**src/include/g729_cfg.svh**
```systemverilog
`ifndef G729_CFG_SVH
`define G729_CFG_SVH

// Saturation limits of the codec's basic operations
`define G729_MAX_32 32'sh7FFF_FFFF
`define G729_MIN_32 32'sh8000_0000
`define G729_MAX_16 16'sh7FFF

// Seed division 0x3FFF / denominator_hi
`define G729_RECIP_SEED 16'h3FFF

// Quotient bits produced by the seed division
`define G729_DIV_BITS 15

`endif
```
**src/rtl/basic_op_pkg.sv**
```systemverilog
`default_nettype none

package basic_op_pkg;

	//////////////////////////////
	// Basic operator codes
	//////////////////////////////

	// L_mult  a * b * 2 saturated to 32 bits
	// L_mac   acc + L_mult(a, b) saturated
	// mult    (a * b) >> 15 saturated to 16 bits
	typedef enum logic [1:0] {
		op_l_mult = 2'd0,
		op_l_mac = 2'd1,
		op_mult = 2'd2
	} basic_op_e;

endpackage

`default_nettype wire

```
**src/rtl/g729_types_pkg.sv**
```systemverilog
`default_nettype none

package g729_types_pkg;

	// Q15 fraction
	typedef logic signed [15:0] word16_t;

	// Q31 fraction
	typedef logic signed [31:0] word32_t;

	//////////////////////////////
	// Double precision format
	//////////////////////////////

	// A 32-bit word seen either raw or split the way L_Extract splits it.
	// hi is the upper half, lo holds bits 15..1, bit 0 is lost.
	typedef union packed {
		word32_t raw;
		struct packed {
			word16_t hi;
			logic [14:0] lo;
			logic dropped;
		} ext;
	} dpf_word_u;

endpackage

`default_nettype wire

```
**src/rtl/basic_op_if.sv**
```systemverilog
`timescale 1ns/10ps
`default_nettype none

interface basic_op_if;
	import g729_types_pkg::*;
	import basic_op_pkg::*;

	basic_op_e op;
	word16_t a;
	word16_t b;
	word32_t acc;
	word32_t result;
	logic overflow;

	// Side that issues one operation per cycle
	modport requester (
		output op,
		output a,
		output b,
		output acc,
		input result,
		input overflow
	);

	// Combinational operator unit
	modport alu (
		input op,
		input a,
		input b,
		input acc,
		output result,
		output overflow
	);

endinterface

`default_nettype wire

```
**src/rtl/div32_unit.sv**
```systemverilog
`timescale 1ns/10ps
`default_nettype none

module div32_unit (
	input logic clock,
	input logic reset,
	input logic start,
	input logic [31:0] numerator,
	input logic [31:0] denominator,
	output logic busy,
	output logic done,
	output logic [31:0] quotient,
	output logic overflow
);
	import g729_types_pkg::*;

	logic div_start;
	word16_t div_divisor;
	logic div_done;
	word16_t div_quotient;
	logic mul_start;
	logic mul_long;
	dpf_word_u mul_a;
	dpf_word_u mul_b;
	logic mul_done;
	word32_t mul_product;

	basic_op_if op_bus ();

	div32_ctrl div32_ctrl_inst (
		.clock(clock),
		.reset(reset),
		.start(start),
		.numerator(numerator),
		.denominator(denominator),
		.busy(busy),
		.done(done),
		.quotient(quotient),
		.overflow(overflow),
		.div_start(div_start),
		.div_divisor(div_divisor),
		.div_done(div_done),
		.div_quotient(div_quotient),
		.mul_start(mul_start),
		.mul_long(mul_long),
		.mul_a(mul_a),
		.mul_b(mul_b),
		.mul_done(mul_done),
		.mul_product(mul_product)
	);

	div_s_iter div_s_iter_inst (
		.clock(clock),
		.reset(reset),
		.start(div_start),
		.divisor(div_divisor),
		.done(div_done),
		.quotient(div_quotient)
	);

	dpf_mult dpf_mult_inst (
		.clock(clock),
		.reset(reset),
		.start(mul_start),
		.long_mode(mul_long),
		.operand_a(mul_a),
		.operand_b(mul_b),
		.done(mul_done),
		.product(mul_product),
		.op_bus(op_bus.requester)
	);

	basic_op_alu basic_op_alu_inst (
		.alu(op_bus.alu)
	);

endmodule

`default_nettype wire

```
**src/rtl/div32_ctrl.sv**
```systemverilog
`timescale 1ns/10ps
`default_nettype none
`include "g729_cfg.svh"

module div32_ctrl (
	input logic clock,
	input logic reset,
	input logic start,
	input g729_types_pkg::word32_t numerator,
	input g729_types_pkg::word32_t denominator,
	output logic busy,
	output logic done,
	output g729_types_pkg::word32_t quotient,
	output logic overflow,
	output logic div_start,
	output g729_types_pkg::word16_t div_divisor,
	input logic div_done,
	input g729_types_pkg::word16_t div_quotient,
	output logic mul_start,
	output logic mul_long,
	output g729_types_pkg::dpf_word_u mul_a,
	output g729_types_pkg::dpf_word_u mul_b,
	input logic mul_done,
	input g729_types_pkg::word32_t mul_product
);
	import g729_types_pkg::*;

	typedef enum logic [3:0] {
		s_idle,
		s_div,
		s_div_wait,
		s_mul1,
		s_mul1_wait,
		s_sub,
		s_mul2,
		s_mul2_wait,
		s_mul3,
		s_mul3_wait,
		s_done
	} state_e;

	state_e state;
	dpf_word_u num_reg;
	dpf_word_u den_reg;
	dpf_word_u l32_reg;
	word16_t approx;
	word32_t shl_value;
	logic shl_sat;

	// L_sub with saturation
	function automatic word32_t l_sub_sat(input word32_t x, input word32_t y);
		logic [32:0] diff;
		diff = {x[31], x} - {y[31], y};
		if (diff[32] != diff[31])
			return diff[32] ? `G729_MIN_32 : `G729_MAX_32;
		return diff[31:0];
	endfunction

	// L_shl by two saturates unless the top three bits agree
	assign shl_sat = (mul_product[31:29] != 3'b000) && (mul_product[31:29] != 3'b111);
	assign shl_value = !shl_sat ? (mul_product <<< 2) :
		(mul_product[31] ? `G729_MIN_32 : `G729_MAX_32);

	//////////////////////////////
	// Strobes and operands
	//////////////////////////////

	assign busy = (state != s_idle);
	assign done = (state == s_done);
	assign div_start = (state == s_div);
	assign div_divisor = den_reg.ext.hi;
	assign mul_start = (state == s_mul1) || (state == s_mul2) || (state == s_mul3);
	assign mul_long = (state == s_mul3);

	// Approximation goes in as the hi half of the 16-bit operand
	always_comb begin
		mul_a = num_reg;
		mul_b = l32_reg;
		case (state)
			s_mul1: begin
				mul_a = den_reg;
				mul_b.raw = {approx, 16'h0000};
			end
			s_mul2: begin
				mul_a = l32_reg;
				mul_b.raw = {approx, 16'h0000};
			end
			default: begin
				mul_a = num_reg;
			end
		endcase
	end

	//////////////////////////////
	// Sequence
	//////////////////////////////

	always_ff @(posedge clock) begin
		if (reset) begin
			state <= s_idle;
			quotient <= '0;
			overflow <= 1'b0;
		end else begin
			case (state)
				s_idle: if (start) state <= s_div;
				s_div: state <= s_div_wait;
				s_div_wait: if (div_done) state <= s_mul1;
				s_mul1: state <= s_mul1_wait;
				s_mul1_wait: if (mul_done) state <= s_sub;
				s_sub: state <= s_mul2;
				s_mul2: state <= s_mul2_wait;
				s_mul2_wait: if (mul_done) state <= s_mul3;
				s_mul3: state <= s_mul3_wait;
				s_mul3_wait: begin
					if (mul_done) begin
						state <= s_done;
						quotient <= shl_value;
						overflow <= shl_sat;
					end
				end
				default: state <= s_idle;
			endcase
		end
	end

	// Intermediate values of the Newton step
	always_ff @(posedge clock) begin
		case (state)
			s_idle: begin
				if (start) begin
					num_reg.raw <= numerator;
					den_reg.raw <= denominator;
				end
			end
			s_div_wait: if (div_done) approx <= div_quotient;
			s_mul1_wait, s_mul2_wait: if (mul_done) l32_reg.raw <= mul_product;
			s_sub: l32_reg.raw <= l_sub_sat(`G729_MAX_32, l32_reg.raw);
			default: begin
			end
		endcase
	end

endmodule

`default_nettype wire

```
**src/rtl/dpf_mult.sv**
```systemverilog
`timescale 1ns/10ps
`default_nettype none

module dpf_mult (
	input logic clock,
	input logic reset,
	input logic start,
	input logic long_mode,
	input g729_types_pkg::dpf_word_u operand_a,
	input g729_types_pkg::dpf_word_u operand_b,
	output logic done,
	output g729_types_pkg::word32_t product,
	basic_op_if.requester op_bus
);
	import g729_types_pkg::*;
	import basic_op_pkg::*;

	dpf_word_u a_reg;
	dpf_word_u b_reg;
	word16_t a_lo;
	word16_t b_lo;
	word32_t acc_reg;
	word16_t m_reg;
	logic long_reg;
	logic active;
	logic [2:0] step;
	logic last_step;

	// 15-bit low parts are unsigned
	assign a_lo = word16_t'({1'b0, a_reg.ext.lo});
	assign b_lo = word16_t'({1'b0, b_reg.ext.lo});

	// Short mode ends after step 2, long mode after step 4
	assign last_step = long_reg ? (step == 3'd4) : (step == 3'd2);
	assign done = active && last_step;
	assign product = op_bus.result;

	//////////////////////////////
	// Operation schedule
	//////////////////////////////

	// Short  L_mult(hi, n)  mult(lo, n)  L_mac
	// Long   L_mult(hi1, hi2)  mult(hi1, lo2)  L_mac  mult(lo1, hi2)  L_mac
	always_comb begin
		op_bus.op = op_l_mult;
		op_bus.a = a_reg.ext.hi;
		op_bus.b = b_reg.ext.hi;
		op_bus.acc = acc_reg;
		case (step)
			3'd1: begin
				op_bus.op = op_mult;
				if (long_reg) begin
					op_bus.b = b_lo;
				end else begin
					op_bus.a = a_lo;
				end
			end
			3'd2, 3'd4: begin
				op_bus.op = op_l_mac;
				op_bus.a = m_reg;
				op_bus.b = 16'sd1;
			end
			3'd3: begin
				op_bus.op = op_mult;
				op_bus.a = a_lo;
			end
			default: begin
				op_bus.op = op_l_mult;
			end
		endcase
	end

	always_ff @(posedge clock) begin
		if (reset) begin
			active <= 1'b0;
			step <= '0;
		end else if (active) begin
			if (last_step) begin
				active <= 1'b0;
				step <= '0;
			end else begin
				step <= step + 3'd1;
			end
		end else if (start) begin
			active <= 1'b1;
			step <= '0;
		end
	end

	// Operands and partial results
	always_ff @(posedge clock) begin
		if (!active && start) begin
			a_reg <= operand_a;
			b_reg <= operand_b;
			long_reg <= long_mode;
		end
		if (active) begin
			if (step == 3'd1 || step == 3'd3) begin
				m_reg <= op_bus.result[15:0];
			end else begin
				acc_reg <= op_bus.result;
			end
		end
	end

endmodule

`default_nettype wire

```
**src/rtl/div_s_iter.sv**
```systemverilog
`timescale 1ns/10ps
`default_nettype none
`include "g729_cfg.svh"

module div_s_iter (
	input logic clock,
	input logic reset,
	input logic start,
	input g729_types_pkg::word16_t divisor,
	output logic done,
	output g729_types_pkg::word16_t quotient
);
	import g729_types_pkg::*;

	localparam logic [3:0] last_count = 4'(`G729_DIV_BITS - 1);

	word16_t divisor_reg;
	logic [15:0] remainder;
	logic [16:0] trial;
	logic trial_fits;
	logic [3:0] count;
	logic active;

	// Remainder stays below the divisor so one extra bit is enough
	assign trial = {remainder, 1'b0};
	assign trial_fits = (trial >= {1'b0, divisor_reg});

	//////////////////////////////
	// Control
	//////////////////////////////

	always_ff @(posedge clock) begin
		if (reset) begin
			active <= 1'b0;
			done <= 1'b0;
			count <= '0;
		end else begin
			done <= 1'b0;
			if (active) begin
				count <= count + 4'd1;
				if (count == last_count) begin
					active <= 1'b0;
					done <= 1'b1;
				end
			end else if (start) begin
				active <= 1'b1;
				count <= '0;
			end
		end
	end

	//////////////////////////////
	// Datapath
	//////////////////////////////

	// One restoring step per cycle, quotient bits enter from the right
	always_ff @(posedge clock) begin
		if (active) begin
			remainder <= trial_fits ? 16'(trial - {1'b0, divisor_reg}) : trial[15:0];
			quotient <= {quotient[14:0], trial_fits};
		end else if (start) begin
			divisor_reg <= divisor;
			remainder <= `G729_RECIP_SEED;
			quotient <= '0;
		end
	end

endmodule

`default_nettype wire

```
**src/rtl/basic_op_alu.sv**
```systemverilog
`timescale 1ns/10ps
`default_nettype none
`include "g729_cfg.svh"

module basic_op_alu (
	basic_op_if.alu alu
);
	import g729_types_pkg::*;
	import basic_op_pkg::*;

	word32_t product;
	word32_t l_mult_value;
	logic l_mult_sat;
	logic [32:0] mac_sum;
	logic mac_sat;
	logic mult_sat;

	// One 16x16 signed multiplier for every operation
	assign product = word32_t'(alu.a) * word32_t'(alu.b);

	// Only -32768 * -32768 leaves the Q31 range once doubled
	assign l_mult_sat = (product == 32'sh4000_0000);
	assign l_mult_value = l_mult_sat ? `G729_MAX_32 : (product <<< 1);

	// Accumulate with one guard bit
	assign mac_sum = {alu.acc[31], alu.acc} + {l_mult_value[31], l_mult_value};
	assign mac_sat = mac_sum[32] ^ mac_sum[31];

	// Product >> 15 fits in 16 bits unless bits 31 and 30 differ
	assign mult_sat = product[31] ^ product[30];

	always_comb begin
		alu.result = '0;
		alu.overflow = 1'b0;
		case (alu.op)
			op_l_mult: begin
				alu.result = l_mult_value;
				alu.overflow = l_mult_sat;
			end
			op_l_mac: begin
				if (mac_sat) begin
					alu.result = mac_sum[32] ? `G729_MIN_32 : `G729_MAX_32;
				end else begin
					alu.result = mac_sum[31:0];
				end
				alu.overflow = l_mult_sat | mac_sat;
			end
			op_mult: begin
				if (mult_sat) begin
					alu.result = {16'h0000, `G729_MAX_16};
				end else begin
					// Sign extended so the requester may use either half
					alu.result = {{16{product[30]}}, product[30:15]};
				end
				alu.overflow = mult_sat;
			end
			default: begin
				alu.result = '0;
				alu.overflow = 1'b0;
			end
		endcase
	end

endmodule

`default_nettype wire

```
**config.mk**
```make
export PLATFORM = sky130hd
export DESIGN_NAME = div32_unit
export DESIGN_NICKNAME = d
export VERILOG_FILES = /design/src/rtl/basic_op_pkg.sv /design/src/rtl/g729_types_pkg.sv /design/src/rtl/basic_op_if.sv /design/src/rtl/div32_unit.sv /design/src/rtl/div32_ctrl.sv /design/src/rtl/dpf_mult.sv /design/src/rtl/div_s_iter.sv /design/src/rtl/basic_op_alu.sv
export VERILOG_INCLUDE_DIRS = /design/src /design/src/include
export SDC_FILE = /design/constraint.sdc
export NUM_CORES = 1
export LEC_CHECK = 0
export ABC_AREA = 1
export ABC_CLOCK_PERIOD_IN_PS = 30800
export BUFFER_PORTS_ARGS = -buffer_cell sky130_fd_sc_hd__buf_2
export CAP_MARGIN = 5
export CORE_ASPECT_RATIO = 0.9
export CORE_MARGIN = 4
export CORE_UTILIZATION = 50
export CTS_CLUSTER_DIAMETER = 120
export DETAILED_ROUTE_END_ITERATION = 8
export GPL_TIMING_DRIVEN = 0
export HOLD_SLACK_MARGIN = 0.06
export PLACE_DENSITY = 0.67
export SYNTH_ARGS = -nofsm -noshare
export SYNTH_HDL_FRONTEND = slang
export SYNTH_SLANG_ARGS = --single-unit
```
**constraint.sdc**
```tcl
create_clock -name clock -period 30.8 [get_ports clock]
set_input_delay 1.54 -clock clock [delete_from_list [all_inputs] [get_ports clock]]
set_output_delay 1.54 -clock clock [all_outputs]
set_load 0.05 [all_outputs]
```
==> flow_summary.toml <==
[status]
outcome = "finished, violations left"
violations = "slew limit"

[critical_path]
critPathArrivalTime_ps = 14140
r2r-start = "dpf_mult_inst.step[0]"
cp_max_fo = 10
startpoint = "dpf_mult_inst.step[0]"
crit_path_top_delay_cell = "a22oi_1"
r2r-end = "div32_ctrl_inst.quotient[19]"
max_stage_delay_ps = 1190
cp_common_cell = "nand2_1"
r2r_slack_ps = 17140
worstSetupEndpointType = "flip-flop"
start_kind = "flip-flop"
required_ps = 31280
reg2reg_depth = 64
crit_type = "flip-flop to flip-flop"

[detailed_routing]
wl_mm = 77.5
wl_per_cell_um = 19.2
route.vias.total = 21700
drt-initial-drc-count = 2215
viasPerCell = 5.37
drt_pre_antenna_iters = 6
ant_nets = 0
drt_drc_violations_left = 0

[logic_synthesis]
synth_fa_ha_area_frac = 0.263
ys_seq_elements = 314
synth-simple-area-share = 0.213
yosysWarnings = 0
synthCells = 3179
syn_avg_cell_area_um2 = 8.41
synth_edf_count = 268
synthesis.nets = 3649
synthMuxAreaShare = 0
netlist_area_mm2 = 0.0267
synthFlopType = "edfxtp_1"
async_flop_share = 0
yosysSeqAreaShare = 0.336
synth_compound_gate_area_share = 0.0690
yosysUniqueCellTypes = 47
synth_top_family_by_area = "adder cells"
synth-xor-area-share = 0.0154

[clock_network]
cts_tree = "built"
cts_resized = 0
clk_path_buf_depth = 3
cts_max_level = 1
cts_sinks = 314
cts_buffers = 29
clk_latency_ps = 570
clockRootBuffer = "clkbuf_16"
cts.clk_slew.worst_paths_ps = 70
postCtsHoldBufs = 0
post_cts_buffers = 0

[timing]
rsz0062_at_grt = "no"
finalMaxSlewViolations = 8
worstMarginPinSlew_ps = 1540
setup_tns_ps = 0
skew_ps = 25.4
period_minus_slack_ps = 13660
clock.fmax_mhz = 73.2
hold_viol_final = 0
relSlewSlack = -0.0255
fin_ws_ps = 17140
setup_viol = 0
period_share = 0.444

[place]
dp_slack_ps = 17550
dpl.hpwl_mm = 64.7
io_buffers = 98
place.gp.congestion = 0.966

[hold_path]
hold_path_class = "flip-flop to flip-flop"
min_to = "div32_ctrl_inst.approx[15]"
whs_path_depth = 0
hp-start = "div_s_iter_inst.quotient[15]"

[floorplan]
pin_count = 102
die_height_um = 227
die-area_mm2 = 0.0572
die_x_um = 252
core_area_mm2 = 0.0530
start_util = 0.505
fp-row-count = 80

[cells_and_area]
syn2layout_area_growth_pct = 9.21
drive_above_1_share = 0.0659
largest_register_ffs = 32
final_util = 0.551
final_cell_mix = "nand2_1, inv_1, nor2_1"
nets = 3785
layout_commonest_cell = "nand2_1"

[global_routing]
grt_pass1_vias = 21100
grt_pass1_wl_mm = 120
antenna_found_initial = 1
gr-usage-all-layers = 0.272
grt_max_degree = 49
grt-ovfl-total = 0

[run]
cap_violations = 0
## Yosys cell counts, types with 2 or more instances
cell      count  area (um2)
a211oi_1      3        22.5
a21boi_0     15         113
a21o_1        2        15.0
a21oi_1      97         485
a21oi_2       2        17.5
a22oi_1      58         435
a31oi_1       2        12.5
and2_1        3        18.8
buf_1         3        11.3
buf_2        24         120
buf_4         2        15.0
clkbuf_1     64         240
clkinv_1      9        33.8
dfxtp_1      46         921
edfxtp_1    268        8050
fa_1        264        5290
ha_1        139        1740
inv_1       614        2300
inv_2         7        26.3
nand2_1     838        3150
nand2_2      10        62.6
nand2_4       9         101
nand3_1     161         806
nand3_2       3        30.0
nand3b_1      8        60.1
nand4_1      23         144
nor2_1      306        1150
nor2_2        4        25.0
nor3_1       17        85.1
nor4_1        3        18.8
o211ai_1     43         323
o21a_1        3        22.5
o21ai_0      59         295
o21ai_1       3        15.0
o21bai_1      8        60.1
o22ai_1       3        18.8
or2_2         3        18.8
xnor2_1      31         272
xor2_1       14         123
## layout make-up
class	count	area, um2
Clock buffer	39	763
Sequential cell	314	8970
Inverter	630	2360
Fill cell	4853	23800
Antenna cell	1	2.50
Clock inverter	14	194
Multi-Input combinational cell	2140	15000
Tap cell	697	872
Timing Repair Buffer	105	612
Buffer	95	413
## critical path, delay by kind of cell, from the launching register on
kind                     cells  cell delay (ps)
AND/OR/NAND/NOR             37             4460
XOR/XNOR                     1              360
flip-flops                   1              340
buffers and inverters       12             2210
adder cells (fa/ha/maj)     10             4380
AO/OA/AOI/OAI                4             1760
## per-stage QoR
| stage | instances | cell area [um2] | hold slack, ps |
|---|---|---|---|
| 2_1_floorplan | 3179 | 26700 | 400 |
| 5_1_grt | 4034 | 29200 | 451 |
| 3_5_place_dp | 3978 | 28200 | 407 |
| 4_1_cts | 4031 | 29100 | 441 |
| 3_3_place_gp | 3974 | 28100 | 408 |
| 6_report | 4035 | 29200 | 436 |
## cell families after synthesis
family / after synthesis
adders and majority gates: 403
and+or+nand+nor: 1392
AOI/OAI and AO/OA: 299
DFF: 314
buffers and inverters: 725
xor gates and xnor gates: 46
## worst max-delay path by stage
| stage | end | slack, ps | cells past startpoint |
|---|---|---|---|
| 2_1_floorplan | div32_ctrl_inst.quotient[12] | 20520 | 64 |
| 3_3_place_gp | div32_ctrl_inst.quotient[2] | 17680 | 63 |
| 3_5_place_dp | div32_ctrl_inst.quotient[11] | 17550 | 64 |
| 4_1_cts | div32_ctrl_inst.quotient[11] | 17520 | 64 |
| 5_1_grt | div32_ctrl_inst.quotient[2] | 16460 | 63 |
| 6_report | div32_ctrl_inst.quotient[19] | 17140 | 64 |
## metal layers
layer,vias up,global-route usage,routed length [um]
met1,10400,0.394,34000
met3,129,0.0418,6370
met2,835,0.431,34700
met5,-,0,0
met4,0,0.0741,2370
li1,10200,-,-
Power is not shown: default switching activity piles up to over one toggle a cycle in this logic, so the estimate is an artifact.
